===== src/sbox_settings.svh =====
// share count, layer widths, gate count, randomness width and stage count
`ifndef SBOX_SETTINGS_SVH
`define SBOX_SETTINGS_SVH

// boolean shares per masked bit
`define SBOX_SHARES 3

// per-share widths around the nonlinear core
`define SBOX_TOP_BITS 21
`define SBOX_MID_BITS 18

// masked AND gates in the middle layer and fresh bits each one needs
`define SBOX_AND_GATES 34
`define SBOX_RAND_PER_AND (`SBOX_SHARES * (`SBOX_SHARES - 1) / 2)
`define SBOX_RAND_BITS (`SBOX_AND_GATES * `SBOX_RAND_PER_AND)

// pipeline depth of the middle layer
`define SBOX_STAGES 4

`endif


===== src/sbox_pkg.sv =====
// direction opcode, share vector types and request/response structs
`include "sbox_settings.svh"

package sbox_pkg;

    // forward or inverse S-box
    typedef enum logic {
        SBOX_ENC = 1'b0,
        SBOX_DEC = 1'b1
    } sbox_dir_t;

    // one byte per share, share 0 in the low byte
    typedef logic [`SBOX_SHARES-1:0][7:0] masked_byte_t;

    // expanded vector after the input layer
    typedef logic [`SBOX_SHARES-1:0][`SBOX_TOP_BITS-1:0] top_vec_t;

    // compressed vector ahead of the output layer
    typedef logic [`SBOX_SHARES-1:0][`SBOX_MID_BITS-1:0] mid_vec_t;

    // all shares of a single bit, the unit of a masked gate
    typedef logic [`SBOX_SHARES-1:0] share_bit_t;

    typedef struct packed {
        sbox_dir_t    dir;
        masked_byte_t data;
    } sbox_req_t;

    typedef struct packed {
        masked_byte_t data;
    } sbox_rsp_t;

endpackage


===== src/dom_and.sv =====
// registered domain-oriented masked AND gate over all shares
`timescale 1ns/1ns

module dom_and #(
    parameter int SHARES = $bits(sbox_pkg::share_bit_t)
) (
    input  logic                           g_clk,
    input  logic                           advance,
    input  logic [SHARES*(SHARES-1)/2-1:0] rng,
    input  sbox_pkg::share_bit_t           a,
    input  sbox_pkg::share_bit_t           b,
    output sbox_pkg::share_bit_t           y
);

    // row i holds every product that ends up in domain i
    logic [SHARES-1:0][SHARES-1:0] prod_d;
    logic [SHARES-1:0][SHARES-1:0] prod_q;

    for (genvar i = 0; i < SHARES; i++) begin : g_row
        for (genvar j = 0; j < SHARES; j++) begin : g_col
            if (i == j) begin : g_inner
                assign prod_d[i][j] = a[i] & b[j];
            end else begin : g_cross
                // both halves of a domain pair share one fresh bit
                localparam int LO = (i < j) ? i : j;
                localparam int HI = (i < j) ? j : i;
                localparam int R  = LO * SHARES - LO * (LO + 1) / 2 + HI - LO - 1;
                assign prod_d[i][j] = (a[i] & b[j]) ^ rng[R];
            end
        end
        // compression after the register keeps glitches from combining domains
        assign y[i] = ^prod_q[i];
    end

    always_ff @(posedge g_clk) begin
        if (advance) begin
            prod_q <= prod_d;
        end
    end

endmodule


===== src/sbox_in_layer.sv =====
// forward and inverse 8-to-21 linear input layers with direction select
`timescale 1ns/1ns
`include "sbox_settings.svh"

module sbox_in_layer (
    input  sbox_pkg::sbox_dir_t    dir,
    input  sbox_pkg::masked_byte_t x,
    output sbox_pkg::top_vec_t     y
);

    // forward AES top layer, one share
    function automatic logic [`SBOX_TOP_BITS-1:0] fwd_top(input logic [7:0] b);
        logic [5:0]                t;
        logic [`SBOX_TOP_BITS-1:0] v;
        v[0]  = b[0];
        v[1]  = b[7] ^ b[4];
        v[2]  = b[7] ^ b[2];
        v[3]  = b[7] ^ b[1];
        v[4]  = b[4] ^ b[2];
        t[0]  = b[3] ^ b[1];
        v[5]  = v[1] ^ t[0];
        t[1]  = b[6] ^ b[5];
        v[6]  = b[0] ^ v[5];
        v[7]  = b[0] ^ t[1];
        v[8]  = v[5] ^ t[1];
        t[2]  = b[6] ^ b[2];
        t[3]  = b[5] ^ b[2];
        v[9]  = v[3] ^ v[4];
        v[10] = v[5] ^ t[2];
        v[11] = t[0] ^ t[2];
        v[12] = t[0] ^ t[3];
        v[13] = v[7] ^ v[12];
        t[4]  = b[4] ^ b[0];
        v[14] = t[1] ^ t[4];
        v[15] = v[1] ^ v[14];
        t[5]  = b[1] ^ b[0];
        v[16] = t[1] ^ t[5];
        v[17] = v[2] ^ v[16];
        v[18] = v[2] ^ v[8];
        v[19] = v[15] ^ v[13];
        v[20] = v[1] ^ t[3];
        return v;
    endfunction

    // inverse top layer, c flips the complemented terms on one share only
    function automatic logic [`SBOX_TOP_BITS-1:0] inv_top(input logic [7:0] b, input logic c);
        logic [4:0]                t;
        logic [`SBOX_TOP_BITS-1:0] v;
        v[17] = b[7] ^ b[4];
        v[16] = b[6] ^ b[4] ^ c;
        v[2]  = b[7] ^ b[6] ^ c;
        v[1]  = b[4] ^ b[3];
        v[18] = b[3] ^ b[0] ^ c;
        t[0]  = b[1] ^ b[0];
        v[6]  = b[6] ^ v[17] ^ c;
        v[14] = v[16] ^ t[0];
        v[7]  = b[0] ^ v[1] ^ c;
        v[8]  = v[2] ^ v[18];
        v[9]  = v[2] ^ t[0];
        v[3]  = v[1] ^ t[0];
        v[19] = b[5] ^ v[1] ^ c;
        t[1]  = b[6] ^ b[1];
        v[13] = b[5] ^ v[14] ^ c;
        v[15] = v[18] ^ t[1];
        v[4]  = b[3] ^ v[6];
        t[2]  = b[5] ^ b[2] ^ c;
        t[3]  = b[2] ^ b[1] ^ c;
        t[4]  = b[5] ^ b[3] ^ c;
        v[5]  = v[16] ^ t[2];
        v[12] = t[1] ^ t[4];
        v[20] = v[1] ^ t[3];
        v[11] = v[8] ^ v[20];
        v[10] = v[8] ^ t[3];
        v[0]  = b[7] ^ t[2];
        return v;
    endfunction

    // linear, so each share goes through on its own
    for (genvar s = 0; s < `SBOX_SHARES; s++) begin : g_share
        assign y[s] = (dir == sbox_pkg::SBOX_DEC) ? inv_top(x[s], s == 0) : fwd_top(x[s]);
    end

endmodule


===== src/sbox_out_layer.sv =====
// forward and inverse 18-to-8 linear output layers with direction select
`timescale 1ns/1ns
`include "sbox_settings.svh"

module sbox_out_layer (
    input  sbox_pkg::sbox_dir_t    dir,
    input  sbox_pkg::mid_vec_t     x,
    output sbox_pkg::masked_byte_t y
);

    // forward bottom layer, c adds the affine constant 0x63
    function automatic logic [7:0] fwd_out(input logic [`SBOX_MID_BITS-1:0] v, input logic c);
        logic [29:0] t;
        logic [7:0]  o;
        t[0]  = v[11] ^ v[12];
        t[1]  = v[0] ^ v[6];
        t[2]  = v[14] ^ v[16];
        t[3]  = v[15] ^ v[5];
        t[4]  = v[4] ^ v[8];
        t[5]  = v[17] ^ v[11];
        t[6]  = v[12] ^ t[5];
        t[7]  = v[14] ^ t[3];
        t[8]  = v[1] ^ v[9];
        t[9]  = v[2] ^ v[3];
        t[10] = v[3] ^ t[4];
        t[11] = v[10] ^ t[2];
        t[12] = v[16] ^ v[1];
        t[13] = v[0] ^ t[0];
        t[14] = v[2] ^ v[11];
        t[15] = v[5] ^ t[1];
        t[16] = v[6] ^ t[0];
        t[17] = v[7] ^ t[1];
        t[18] = v[8] ^ t[8];
        t[19] = v[13] ^ t[4];
        t[20] = t[0] ^ t[1];
        t[21] = t[1] ^ t[7];
        t[22] = t[3] ^ t[12];
        t[23] = t[18] ^ t[2];
        t[24] = t[15] ^ t[9];
        t[25] = t[6] ^ t[10];
        t[26] = t[7] ^ t[9];
        t[27] = t[8] ^ t[10];
        t[28] = t[11] ^ t[14];
        t[29] = t[11] ^ t[17];
        o[0]  = t[6] ^ t[23] ^ c;
        o[1]  = t[13] ^ t[27] ^ c;
        o[2]  = t[25] ^ t[29];
        o[3]  = t[20] ^ t[22];
        o[4]  = t[6] ^ t[21];
        o[5]  = t[19] ^ t[28] ^ c;
        o[6]  = t[16] ^ t[26] ^ c;
        o[7]  = t[6] ^ t[24];
        return o;
    endfunction

    // inverse bottom layer, purely linear
    function automatic logic [7:0] inv_out(input logic [`SBOX_MID_BITS-1:0] v);
        logic [29:0] t;
        logic [7:0]  o;
        t     = '0;
        t[0]  = v[2] ^ v[11];
        t[1]  = v[8] ^ v[9];
        t[2]  = v[4] ^ v[12];
        t[3]  = v[15] ^ v[0];
        t[4]  = v[16] ^ v[6];
        t[5]  = v[14] ^ v[1];
        t[6]  = v[17] ^ v[10];
        t[7]  = t[0] ^ t[1];
        t[8]  = v[0] ^ v[3];
        t[9]  = v[5] ^ v[13];
        t[10] = v[7] ^ t[4];
        t[11] = t[0] ^ t[3];
        t[12] = v[14] ^ v[16];
        t[13] = v[17] ^ v[1];
        t[14] = v[17] ^ v[12];
        t[15] = v[4] ^ v[9];
        t[16] = v[7] ^ v[11];
        t[17] = v[8] ^ t[2];
        t[18] = v[13] ^ t[5];
        t[19] = t[2] ^ t[3];
        t[20] = t[4] ^ t[6];
        t[22] = t[2] ^ t[7];
        t[23] = t[7] ^ t[8];
        t[24] = t[5] ^ t[7];
        t[25] = t[6] ^ t[10];
        t[26] = t[9] ^ t[11];
        t[27] = t[10] ^ t[18];
        t[28] = t[11] ^ t[25];
        t[29] = t[15] ^ t[20];
        o[0]  = t[9] ^ t[16];
        o[1]  = t[14] ^ t[23];
        o[2]  = t[19] ^ t[24];
        o[3]  = t[23] ^ t[27];
        o[4]  = t[12] ^ t[22];
        o[5]  = t[17] ^ t[28];
        o[6]  = t[26] ^ t[29];
        o[7]  = t[13] ^ t[22];
        return o;
    endfunction

    // constant only lands on share 0
    for (genvar s = 0; s < `SBOX_SHARES; s++) begin : g_share
        assign y[s] = (dir == sbox_pkg::SBOX_DEC) ? inv_out(x[s]) : fwd_out(x[s], s == 0);
    end

endmodule


===== src/sbox_inv_mid.sv =====
// four-stage masked nonlinear middle layer built from dom_and gates
`timescale 1ns/1ns
`include "sbox_settings.svh"

module sbox_inv_mid (
    input  logic                       g_clk,
    input  logic                       advance,
    input  logic [`SBOX_RAND_BITS-1:0] rng,
    input  sbox_pkg::top_vec_t         x,
    output sbox_pkg::mid_vec_t         y
);

    localparam int RPA = `SBOX_RAND_PER_AND;

    // bit-major views, one share_bit_t per signal bit
    sbox_pkg::share_bit_t [`SBOX_TOP_BITS-1:0]  xs, xs_d1, xs_d2, xs_d3;
    sbox_pkg::share_bit_t [`SBOX_AND_GATES-1:0] and_a, and_b, and_y;

    sbox_pkg::share_bit_t t1, t2, t4, t6, t7, t9, t11, t12, t14;
    sbox_pkg::share_bit_t t0, t3, t5, t8, t10, t13, t15, t16, t17, t18, t19;
    sbox_pkg::share_bit_t t20, t21, t22, t23, t24, t27, t25, t31, t34;
    sbox_pkg::share_bit_t t21_q, t23_q, t24_q, t27_q, t26, t28, t33, t36;
    sbox_pkg::share_bit_t t29, t30, t32, t35, t21_qq, t23_qq, t33_q, t36_q;
    sbox_pkg::share_bit_t t37, t38, t39, t40, t41, t42, t43, t44, t45;

    for (genvar i = 0; i < `SBOX_TOP_BITS; i++) begin : g_in_bit
        for (genvar s = 0; s < `SBOX_SHARES; s++) begin : g_in_share
            assign xs[i][s] = x[s][i];
        end
    end

    for (genvar i = 0; i < `SBOX_MID_BITS; i++) begin : g_out_bit
        for (genvar s = 0; s < `SBOX_SHARES; s++) begin : g_out_share
            assign y[s][i] = and_y[16 + i][s];
        end
    end

    for (genvar g = 0; g < `SBOX_AND_GATES; g++) begin : g_and
        dom_and #(
            .SHARES(`SBOX_SHARES)
        ) u_and (
            .g_clk  (g_clk),
            .advance(advance),
            .rng    (rng[g*RPA +: RPA]),
            .a      (and_a[g]),
            .b      (and_b[g]),
            .y      (and_y[g])
        );
    end

    // stage 1, gates 0..8 on the raw input bits
    assign and_a[8:0] = {xs[2], xs[4], xs[1], xs[15], xs[16], xs[3], xs[14], xs[17], xs[9]};
    assign and_b[8:0] = {xs[8], xs[20], xs[11], xs[13], xs[7], xs[12], xs[0], xs[6], xs[5]};
    assign {t14, t12, t11, t9, t7, t6, t4, t2, t1} = and_y[8:0];

    // stage 2, gates 9..11
    assign t0  = xs_d1[3] ^ xs_d1[12];
    assign t3  = xs_d1[10] ^ t1;
    assign t5  = t4 ^ t1;
    assign t8  = t0 ^ t6;
    assign t10 = t9 ^ t6;
    assign t13 = t12 ^ t11;
    assign t15 = t14 ^ t11;
    assign t16 = t3 ^ t2;
    assign t17 = t5 ^ xs_d1[18];
    assign t18 = t8 ^ t7;
    assign t19 = t10 ^ t15;
    assign t20 = t16 ^ t13;
    assign t21 = t17 ^ t15;
    assign t22 = t18 ^ t13;
    assign t23 = t19 ^ xs_d1[19];
    assign t24 = t22 ^ t23;
    assign t27 = t20 ^ t21;
    assign and_a[11:9] = {t21, t20, t22};
    assign and_b[11:9] = {t22, t23, t20};
    assign {t34, t31, t25} = and_y[11:9];

    // stage 3, gates 12..15
    assign t26 = t21_q ^ t25;
    assign t28 = t23_q ^ t25;
    assign t33 = t27_q ^ t25;
    assign t36 = t24_q ^ t25;
    assign and_a[15:12] = {t24_q, t27_q, t26, t28};
    assign and_b[15:12] = {t34, t31, t24_q, t27_q};
    assign {t35, t32, t30, t29} = and_y[15:12];

    // stage 4, eighteen output gates
    assign t37 = t21_qq ^ t29;
    assign t38 = t32 ^ t33_q;
    assign t39 = t23_qq ^ t30;
    assign t40 = t35 ^ t36_q;
    assign t41 = t38 ^ t40;
    assign t42 = t37 ^ t39;
    assign t43 = t37 ^ t38;
    assign t44 = t39 ^ t40;
    assign t45 = t42 ^ t41;
    assign and_a[33:16] = {2{t43, t39, t40, t44, t41, t45, t42, t37, t38}};
    assign and_b[33:16] = {xs_d3[12], xs_d3[0], xs_d3[6], xs_d3[5], xs_d3[2], xs_d3[4],
                           xs_d3[1], xs_d3[15], xs_d3[16], xs_d3[3], xs_d3[14], xs_d3[17],
                           xs_d3[9], xs_d3[8], xs_d3[20], xs_d3[11], xs_d3[13], xs_d3[7]};

    // linear terms and input bits kept in step with the gates
    always_ff @(posedge g_clk) begin
        if (advance) begin
            xs_d1  <= xs;
            xs_d2  <= xs_d1;
            xs_d3  <= xs_d2;
            t21_q  <= t21;
            t23_q  <= t23;
            t24_q  <= t24;
            t27_q  <= t27;
            t21_qq <= t21_q;
            t23_qq <= t23_q;
            t33_q  <= t33;
            t36_q  <= t36;
        end
    end

endmodule


===== src/sbox_pipe_ctrl.sv =====
// per-stage valid and direction tracking, stall and handshake outputs
`timescale 1ns/1ns
`include "sbox_settings.svh"

module sbox_pipe_ctrl (
    input  logic                g_clk,
    input  logic                reset,
    input  logic                in_valid,
    input  sbox_pkg::sbox_dir_t in_dir,
    output logic                in_ready,
    output logic                out_valid,
    input  logic                out_ready,
    output sbox_pkg::sbox_dir_t out_dir,
    output logic                advance
);

    logic [`SBOX_STAGES-1:0]                stage_valid;
    sbox_pkg::sbox_dir_t [`SBOX_STAGES-1:0] stage_dir;
    logic                                   stall;

    // whole pipe moves together, only a blocked last stage holds it
    assign stall     = stage_valid[`SBOX_STAGES-1] & ~out_ready;
    assign advance   = ~stall;
    assign in_ready  = ~stall;
    assign out_valid = stage_valid[`SBOX_STAGES-1];
    assign out_dir   = stage_dir[`SBOX_STAGES-1];

    always_ff @(posedge g_clk) begin
        if (reset) begin
            stage_valid <= '0;
        end else if (advance) begin
            stage_valid <= {stage_valid[`SBOX_STAGES-2:0], in_valid};
        end
    end

    // direction rides with each item
    always_ff @(posedge g_clk) begin
        if (advance) begin
            stage_dir[0] <= in_dir;
            for (int k = 1; k < `SBOX_STAGES; k++) begin
                stage_dir[k] <= stage_dir[k-1];
            end
        end
    end

    a_stall_hold: assert property (@(posedge g_clk) disable iff (reset)
        out_valid && !out_ready |=> out_valid && $stable(out_dir));

    a_ready_idle: assert property (@(posedge g_clk) disable iff (reset)
        !out_valid |-> in_ready);

endmodule


===== src/masked_aes_sbox.sv =====
// top level of the masked forward/inverse AES S-box pipeline
`timescale 1ns/1ns
`include "sbox_settings.svh"

module masked_aes_sbox (
    input  logic                       g_clk,
    input  logic                       reset,
    input  sbox_pkg::sbox_req_t        req,
    input  logic                       in_valid,
    output logic                       in_ready,
    input  logic [`SBOX_RAND_BITS-1:0] rng,
    output sbox_pkg::sbox_rsp_t        rsp,
    output logic                       out_valid,
    input  logic                       out_ready
);

    logic                advance;
    sbox_pkg::sbox_dir_t out_dir;
    sbox_pkg::top_vec_t  top_vec;
    sbox_pkg::mid_vec_t  mid_vec;

    sbox_pipe_ctrl u_ctrl (
        .g_clk    (g_clk),
        .reset    (reset),
        .in_valid (in_valid),
        .in_dir   (req.dir),
        .in_ready (in_ready),
        .out_valid(out_valid),
        .out_ready(out_ready),
        .out_dir  (out_dir),
        .advance  (advance)
    );

    // input layer follows the incoming item's direction
    sbox_in_layer u_in (
        .dir(req.dir),
        .x  (req.data),
        .y  (top_vec)
    );

    sbox_inv_mid u_mid (
        .g_clk  (g_clk),
        .advance(advance),
        .rng    (rng),
        .x      (top_vec),
        .y      (mid_vec)
    );

    // output layer follows the direction of the item in the last stage
    sbox_out_layer u_out (
        .dir(out_dir),
        .x  (mid_vec),
        .y  (rsp.data)
    );

endmodule


===== config.mk =====
export PLATFORM = sky130hd
export DESIGN_NAME = masked_aes_sbox
export DESIGN_NICKNAME = d
export VERILOG_FILES = /design/src/sbox_pkg.sv /design/src/dom_and.sv /design/src/sbox_in_layer.sv /design/src/sbox_out_layer.sv /design/src/sbox_inv_mid.sv /design/src/sbox_pipe_ctrl.sv /design/src/masked_aes_sbox.sv
export VERILOG_INCLUDE_DIRS = /design/src
export SDC_FILE = /design/constraint.sdc
export NUM_CORES = 1
export LEC_CHECK = 0
export ABC_CLOCK_PERIOD_IN_PS = 14900
export BUFFER_PORTS_ARGS = -buffer_cell sky130_fd_sc_hd__buf_2
export CAP_MARGIN = 20
export CORE_MARGIN = 5
export CORE_UTILIZATION = 44
export CTS_CLUSTER_DIAMETER = 50
export DETAILED_ROUTE_END_ITERATION = 10
export PLACE_DENSITY = 0.72
export SLEW_MARGIN = 25
export SYNTH_ARGS = -nofsm -noshare
export SYNTH_HDL_FRONTEND = slang
export SYNTH_SLANG_ARGS = --single-unit
export TNS_END_PERCENT = 1

===== constraint.sdc =====
create_clock -name g_clk -period 14.9 [get_ports g_clk]
set_input_delay 0.745 -clock g_clk [delete_from_list [all_inputs] [get_ports g_clk]]
set_output_delay 0.745 -clock g_clk [all_outputs]
set_load 0.02 [all_outputs]

Word-level counts from Yosys, hierarchy flattened
Index checks and enable logic that the tools add are counted.
Storage, ports and cells
  bits in registers: 509
  output and inout port bits: 26
Cells by class
  multiplexer cells: 6
  bitwise gates (word level): 923
  reductions and logical operators: 102
Operators with widths (number)
  $xor A1 B1 Y1: 570
  $and A1 B1 Y1: 307
  $reduce_xor A3 Y1: 102
  $xor A3 B3 Y3: 30
  $mux W21: 3
  $mux W8: 3
  $not A1 Y1: 16

Depth between registers and ports, before layout
Gate-level depths: netlist (run 1).
  depth after elaboration: 8
  depth in mapped cells: 8
  depth with buffers taken out: 7

Cells and area by module
From an unflattened synthesis (run 1), not the netlist that was laid out.
Second synthesis, totals
  cell total of the unflattened synthesis: 1819
  area total of the unflattened synthesis: 25762.2 µm²
Modules (own cells, without submodules)
  dom_and: times used 34, cells an instance 30, area each 416.6 µm², seq. area each 270.3 µm²
  sbox_inv_mid: times used 1, cells an instance 279, area each 6736.5 µm², seq. area each 5855.6 µm²
  sbox_in_layer: times used 1, cells an instance 268, area each 2404.8 µm², seq. area each 0.0 µm²
  sbox_out_layer: times used 1, cells an instance 231, area each 2149.6 µm², seq. area each 0.0 µm²
  sbox_pipe_ctrl: times used 1, cells an instance 21, area each 305.3 µm², seq. area each 200.2 µm²

Worst setup path before layout (run 1)
Ideal clock, no wire load.
  path type: input-to-reg
  from: input out_ready
  to: register u_ctrl.stage_dir (netlist bit u_ctrl.out_dir), enable pin
  setup time: 0.855 ns
  arrival: 10.756 ns
  path slack: 3.288 ns
  stages on the path: 3
  path buffers: 1
  path through: nor2b_1 -> clkbuf_1 -> inv_1
On the way
  cells in the longest elaborated chain, start to end: 2
Ends and longest elaborated chain
  start, declared: RTL line masked_aes_sbox.sv:14  | input logic out_ready
  $not A1 Y1: RTL line sbox_pipe_ctrl.sv:22  | assign stall = stage_valid[`SBOX_STAGES-1] & ~out_ready;
  $and A1 B1 Y1: RTL line sbox_pipe_ctrl.sv:22
  end signal, assigned by index: RTL line sbox_pipe_ctrl.sv:41  | stage_dir[k] <= stage_dir[k-1];
  end, declared: RTL line sbox_pipe_ctrl.sv:18  | sbox_pkg::sbox_dir_t [`SBOX_STAGES-1:0] stage_dir;
Every way passes these cells.
A chain may end at the register's enable or synchronous reset.

==> results.yml, run 1 <==
run_status:
  outcome: "finished clean"
cells_and_area:
  seq_area_sq_um: 15200
  layout_commonest_cell: "xnor2_1"
  nets: 2101
  multi_input_comb_area_sq_um: 10200
  drive_gt1_share_pct: 13.4
  layout_common_cells: "xnor2_1, edfxtp_1, nand2_1"
  area_delta_synth_final_pct: 12.9
  nFillCells: 4839
route:
  drc_errors: 0
  detail_route.first_pass.iterations: 5
  detail_route.wirelength_mm: 55.5
  drt-initial-drc-count: 970
  dr_total_vias: 13321
  ant_nets: 0
  via_per_inst: 4.80
  drt-wirelength-per-cell_um: 20.0
logic_synthesis:
  ys_types: 26
  yosysWarnings: 0
  syn_nets: 1915
  syn_area_sq_um: 25700
  avgSynthCellArea_sq_um: 14.4
  synthCells: 1784
  ys_ff_latch: 509
  ys_seq_area_share_pct: 59.4
cts:
  h-tree-depth: 2
  postCtsHoldBufs: 0
  cts_root_buffer: "clkbuf_16"
  cts_setup_buffers: 0
  ctsResizeCount: 0
  clkLatencyLatePin_ns: 0.59
  cts.clk_slew.worst_paths_ns: 0.06
  cts_tree: "done"
  clock-sinks: 509
  cts_buffers: 51
  cts_buffer_depth: 3
global_route:
  antenna_found_initial: 6
  grt_util_met1_pct: 23.4
  grt-busiest-layer: "met2"
  grt_max_degree: 111
  overflow: 0
  met3_usage_pct: 2.52
  grt_util_all_layers_pct: 17.4
  grt_pass1_vias: 13622
  met2_usage_pct: 29.2
  grt_pass1_wl_mm: 83.4
critical_path:
  path_buf_inv: 1
  crit_path_top_delay_cell: "xnor2_1"
  worst_r2r_path_depth: 4
  rr_endpoint: "u_mid.and_b[58]"
  crit_arrival_ns: 3.05
  cp_data_required_time_ns: 14.16
  path_class: "reg -> out"
  critPathLaunchType: "register"
  path_common_cell: "xnor2_1"
  worstPathCellList: "xnor3_1 > xnor2_1 > xnor3_1 > xnor2_1 > mux2i_1 > xnor2_1 > buf_2"
  endpoint_kind: "primary output"
  path_max_fanout: 3
  cpPeakStageDelay_ns: 0.48
  r2r_start: "u_ctrl.stage_valid[3]"
  reg2reg_slack_ns: 11.83
  cpLargestDelayFamily: "XOR/XNOR gates"
timing:
  fin_tns_setup_ns: 0
  max_slew_margin_pct: 32.9
  finalCritPeriodShare_pct: 25.5
  post-route-min-period_ns: 3.79
  hold_violations: 0
  rsz0062_at_grt: "false"
  fin_worst_skew_ns: 0.0172
  fmax_ghz: 0.264
  worst_slew_pin_slew_ns: 1.01
  setup_violations: 0
  timing.final.max_slew_violations: 0
placement:
  port_buffers: 156
  gp_congestion: 0.879
  post-dp-hpwl_mm: 42.7
floorplan:
  start_util_pct: 44.4
  rows: 88
  dieHeight_um: 252
  dieArea_sq_um: 63300
  fp.coreArea_sq_um: 57800
  die_x_um: 252
  pin_count: 157
worst_hold_path:
  hold_class: "in -> reg"
  hold-path-endpoint: "u_ctrl.stage_valid[1]"
  min_delay_path_depth: 2
  hp-start: "reset"
flow_run:
  drv_cap: 0
stage by stage:
stage | instance area [sq um] | worst slack [ns] | hold slack [ns] | std cells | utilization (%)
5_1_grt | 29000 | 10.97 | 0.358 | 2777 | 50.2
3_5_place_dp | 27400 | 10.99 | 0.405 | 2682 | 47.4
3_3_place_gp | 27400 | 11.08 | 0.401 | 2682 | 47.4
4_1_cts | 29000 | 11.04 | 0.334 | 2777 | 50.1
2_1_floorplan | 25700 | 3.29 | 0.400 | 1784 | -
6_report | 29000 | 11.11 | 0.365 | 2778 | 50.2
cell type report:
class	count	share of cell area, %
antenna	1	0.00863
clock buffer	63	4.63
clock inverter	32	0.945
inverter	23	0.324
multi-input combinational	1215	35.2
sequential	509	52.6
tap	765	3.30
timing repair buffer	170	3.08
cells in the mapped netlist:
cell type | instances | share of area, %
xnor2_1 | 508 | 17
mux2_2 | 2 | 0.088
mux2i_1 | 32 | 1.2
a21oi_1 | 29 | 0.57
o21ai_0 | 19 | 0.37
nor2_1 | 67 | 0.98
xnor3_2 | 3 | 0.28
nand3b_1 | 1 | 0.029
edfxtp_1 | 505 | 59
a31oi_1 | 2 | 0.049
and2_1 | 88 | 2.1
xnor3_1 | 70 | 6.1
inv_1 | 23 | 0.34
or2_2 | 2 | 0.049
nand2_1 | 192 | 2.8
xnor2_2 | 5 | 0.32
buf_2 | 18 | 0.35
dfxtp_1 | 4 | 0.31
nor2b_1 | 9 | 0.22
buf_1 | 5 | 0.073
clkbuf_1 | 14 | 0.20
xnor2_4 | 1 | 0.11
xor3_1 | 5 | 0.46
xor2_1 | 170 | 5.8
xor2_2 | 8 | 0.51
xnor3_4 | 2 | 0.20
kinds of logic after synthesis:
family	synth area share (%)
XOR/XNOR	31.1
flip-flops	59.4
AND/OR/NAND/NOR	6.23
buffers and inverters	0.965
AO/OA/AOI/OAI	0.984
multiplexers	1.33
per-layer routing:
metal  vias up  routed length (um)
li1       6407                   -
met4         2                1910
met2       355               27100
met5         -                   7
met3        87                2680
met1      6470               23800
how the worst max path moves through the flow:
| stage | from | end | slack [ns] | depth (start not counted) |
|---|---|---|---|---|
| 4_1_cts | u_mid.g_and[16].u_and.prod_q[1] | rsp[5] | 11.04 | 7 |
| 2_1_floorplan | out_ready | u_ctrl.out_dir | 3.29 | 3 |
| 5_1_grt | u_mid.g_and[16].u_and.prod_q[0] | rsp[5] | 10.97 | 7 |
| 3_5_place_dp | out_ready | u_mid.xs_d2[26] | 10.99 | 5 |
| 3_3_place_gp | out_ready | u_mid.and_b[93] | 11.08 | 5 |
| 6_report | u_mid.g_and[16].u_and.prod_q[1] | rsp[5] | 11.11 | 7 |
sequential cells by signal, summed over array words and instances (netlist names):
register and cells:
u_mid.g_and.u_and.prod_q 306, u_mid.xs_d1 63, u_mid.and_b 54, u_mid.xs_d2 54, u_ctrl.stage_valid 4, u_ctrl.stage_dir 3, u_mid.t21_q 3, u_mid.t21_qq 3
u_mid.t23_q 3, u_mid.t23_qq 3, u_mid.t24_q 3, u_mid.t27_q 3, u_mid.t33_q 3, u_mid.t36_q 3, u_ctrl.out_dir 1
Power of run 1 is not shown: default switching activity piles up to over one toggle a cycle in this logic, so the estimate is an artifact.
==> run 2: changes to the inputs <==
--- a/config.mk
+++ b/config.mk
@@ -6,7 +6,7 @@
 export SDC_FILE = /design/constraint.sdc
 export NUM_CORES = 1
 export LEC_CHECK = 0
-export ABC_CLOCK_PERIOD_IN_PS = 14900
+export ABC_CLOCK_PERIOD_IN_PS = 3700
 export BUFFER_PORTS_ARGS = -buffer_cell sky130_fd_sc_hd__buf_2
 export CAP_MARGIN = 20
 export CORE_MARGIN = 5
==> constraint.sdc (replaced) <==
create_clock -name g_clk -period 3.7 [get_ports g_clk]
set_input_delay 0.185 -clock g_clk [delete_from_list [all_inputs] [get_ports g_clk]]
set_output_delay 0.185 -clock g_clk [all_outputs]
set_load 0.02 [all_outputs]
==> run 2 against run 1 <==
Effect of this change:
- core utilization increased by 2.3 points
- worst setup slack got worse by 11 ns
- die area unchanged
- first-iteration DRC count increased by 2.1%
- cell area increased by 4.5%
- register-to-register slack got worse by 11 ns
- global-route usage increased by 0.24 points
- sequential share of layout area decreased by 2.2 points
- critical path depth unchanged
- non-clock buffer count increased by 121
- worst hold slack got worse by 0.32 ns
==> results.yml, run 2 (same netlist as run 1, synthesis figures left out) <==
route:
  dr_total_vias: 13727
  drc_errors: 0
  via_per_inst: 4.72
  drt-initial-drc-count: 990
  detail_route.wirelength_mm: 56.7
  detail_route.first_pass.iterations: 5
  drt-wirelength-per-cell_um: 19.5
  ant_nets: 0
cells_and_area:
  nFillCells: 4828
  layout_commonest_cell: "xnor2_1"
  seq_area_sq_um: 15200
  drive_gt1_share_pct: 13.7
  biggestRegsByFlops: "u_mid.g_and.u_and.prod_q: 306 flops, u_mid.xs_d1: 63 flops"
  nets: 2224
  final_util_pct: 52.4
  largest_reg_flops: 306
  multi_input_comb_area_sq_um: 10200
  instances_no_fill: 2906
  largest-register: "u_mid.g_and.u_and.prod_q"
  area_delta_synth_final_pct: 18.0
  layout_common_cells: "xnor2_1, edfxtp_1, nand2_1"
global_route:
  grt_pass1_wl_mm: 84.7
  grt_max_degree: 105
  overflow: 0
  grt_util_all_layers_pct: 17.7
  grt_pass1_vias: 14155
  antenna_found_initial: 5
cts:
  cts_buffers: 53
  cts_setup_buffers: 0
  clkLatencyLatePin_ns: 0.60
  cts.clk_slew.worst_paths_ns: 0.06
  ctsResizeCount: 0
  postCtsHoldBufs: 107
  h-tree-depth: 2
  cts_buffer_depth: 3
  clock-sinks: 509
  cts_tree: "done"
  cts_root_buffer: "clkbuf_16"
critical_path:
  cp_data_required_time_ns: 3.51
  cpPeakStageDelay_ns: 0.46
  path_common_cell: "xnor2_1"
  endpoint_kind: "primary output"
  critPathLaunchType: "register"
  crit_path_top_delay_cell: "xnor3_1"
  path_max_fanout: 3
  worst_r2r_path_depth: 3
  worstPathCellList: "xnor3_1 > xnor2_1 > xnor3_1 > xnor2_1 > mux2i_1 > xnor2_1 > buf_2"
  path_class: "reg -> out"
  crit_arrival_ns: 3.01
floorplan:
  die_x_um: 252
  fp.coreArea_sq_um: 57800
  pin_count: 157
  rows: 88
  dieArea_sq_um: 63300
  start_util_pct: 44.4
  dieHeight_um: 252
timing:
  timing.final.max_slew_violations: 0
  worst_slew_pin_slew_ns: 0.876
  max_slew_margin_pct: 41.2
  fin_worst_skew_ns: 0.0205
  hold_slack_ns: 0.0452
  setup_violations: 0
  finalCritPeriodShare_pct: 86.4
  fmax_ghz: 0.313
  rsz0062_at_grt: "false"
  hold_violations: 0
  post-route-min-period_ns: 3.20
placement:
  port_buffers: 156
  gp_congestion: 0.914
  post-dp-hpwl_mm: 43.2
  placed_cells: 2696
flow_run:
  drv_cap: 0
worst_hold_path:
  min_delay_path_depth: 2
  hold_class: "in -> reg"
run_status:
  outcome: "finished clean"
run 2: cell count changes in the layout (fill, tap and decap cells not counted), moves of 3 or more:
cell | before | now
dlygate4sd3_1 | 0 | 107
buf_4 | 12 | 23
clkinv_2 | 6 | 13
buf_12 | 0 | 5
clkbuf_1 | 11 | 8
clkinv_8 | 1 | 4
diode_2 | 1 | 4
run 2: routing by layer:
metal  vias to the layer above  track usage [%]  routed length [um]
met2                       331             30.1               28200
met1                      6641             23.3               23900
met5                         -                0                  41
met3                        83             2.67                2760
met4                         6             6.17                1800
li1                       6666                -                   -
run 2: critical path, delay by kind of cell, from the launching register on:
family / cells / cell delay [ns]
xor gates and xnor gates: 5 / 1.75
buffers and inverters: 1 / 0.19
DFF: 1 / 0.37
muxes: 1 / 0.12
run 2: final timing paths:
check,startpoint,to,slack [ns]
setup reg to reg,u_ctrl.stage_valid[3],u_mid.t23_qq[1],1.16
hold / removal,req[2],u_mid.xs_d1[30],0.05
hold reg to reg,u_mid.xs_d2[38],u_mid.and_b[101],0.41
setup / recovery,u_mid.g_and[16].u_and.prod_q[1],rsp[5],0.50
run 2: cell type report:
cell class / count / area share, %
flip-flops and latches: 509 / 50.3
multi-input cells: 1215 / 33.6
repair buffers: 291 / 7.01
clock buffers: 61 / 4.47
well taps: 765 / 3.16
clock inverters: 38 / 1.09
inverters: 23 / 0.297
diodes: 4 / 0.0330
run 2: stage by stage:
stage / instance area (sq um) / TNS [ns] / worst slack, ns
after floorplan: 25700 / -2542.06 / -5.03
after global placement: 27500 / 0 / 1.13
after detailed placement: 27500 / 0 / 1.10
after CTS: 30300 / 0 / 0.449
after global routing: 30300 / 0 / 0.328
final: 30300 / 0 / 0.502
Power of run 2 is left out for the same reason.
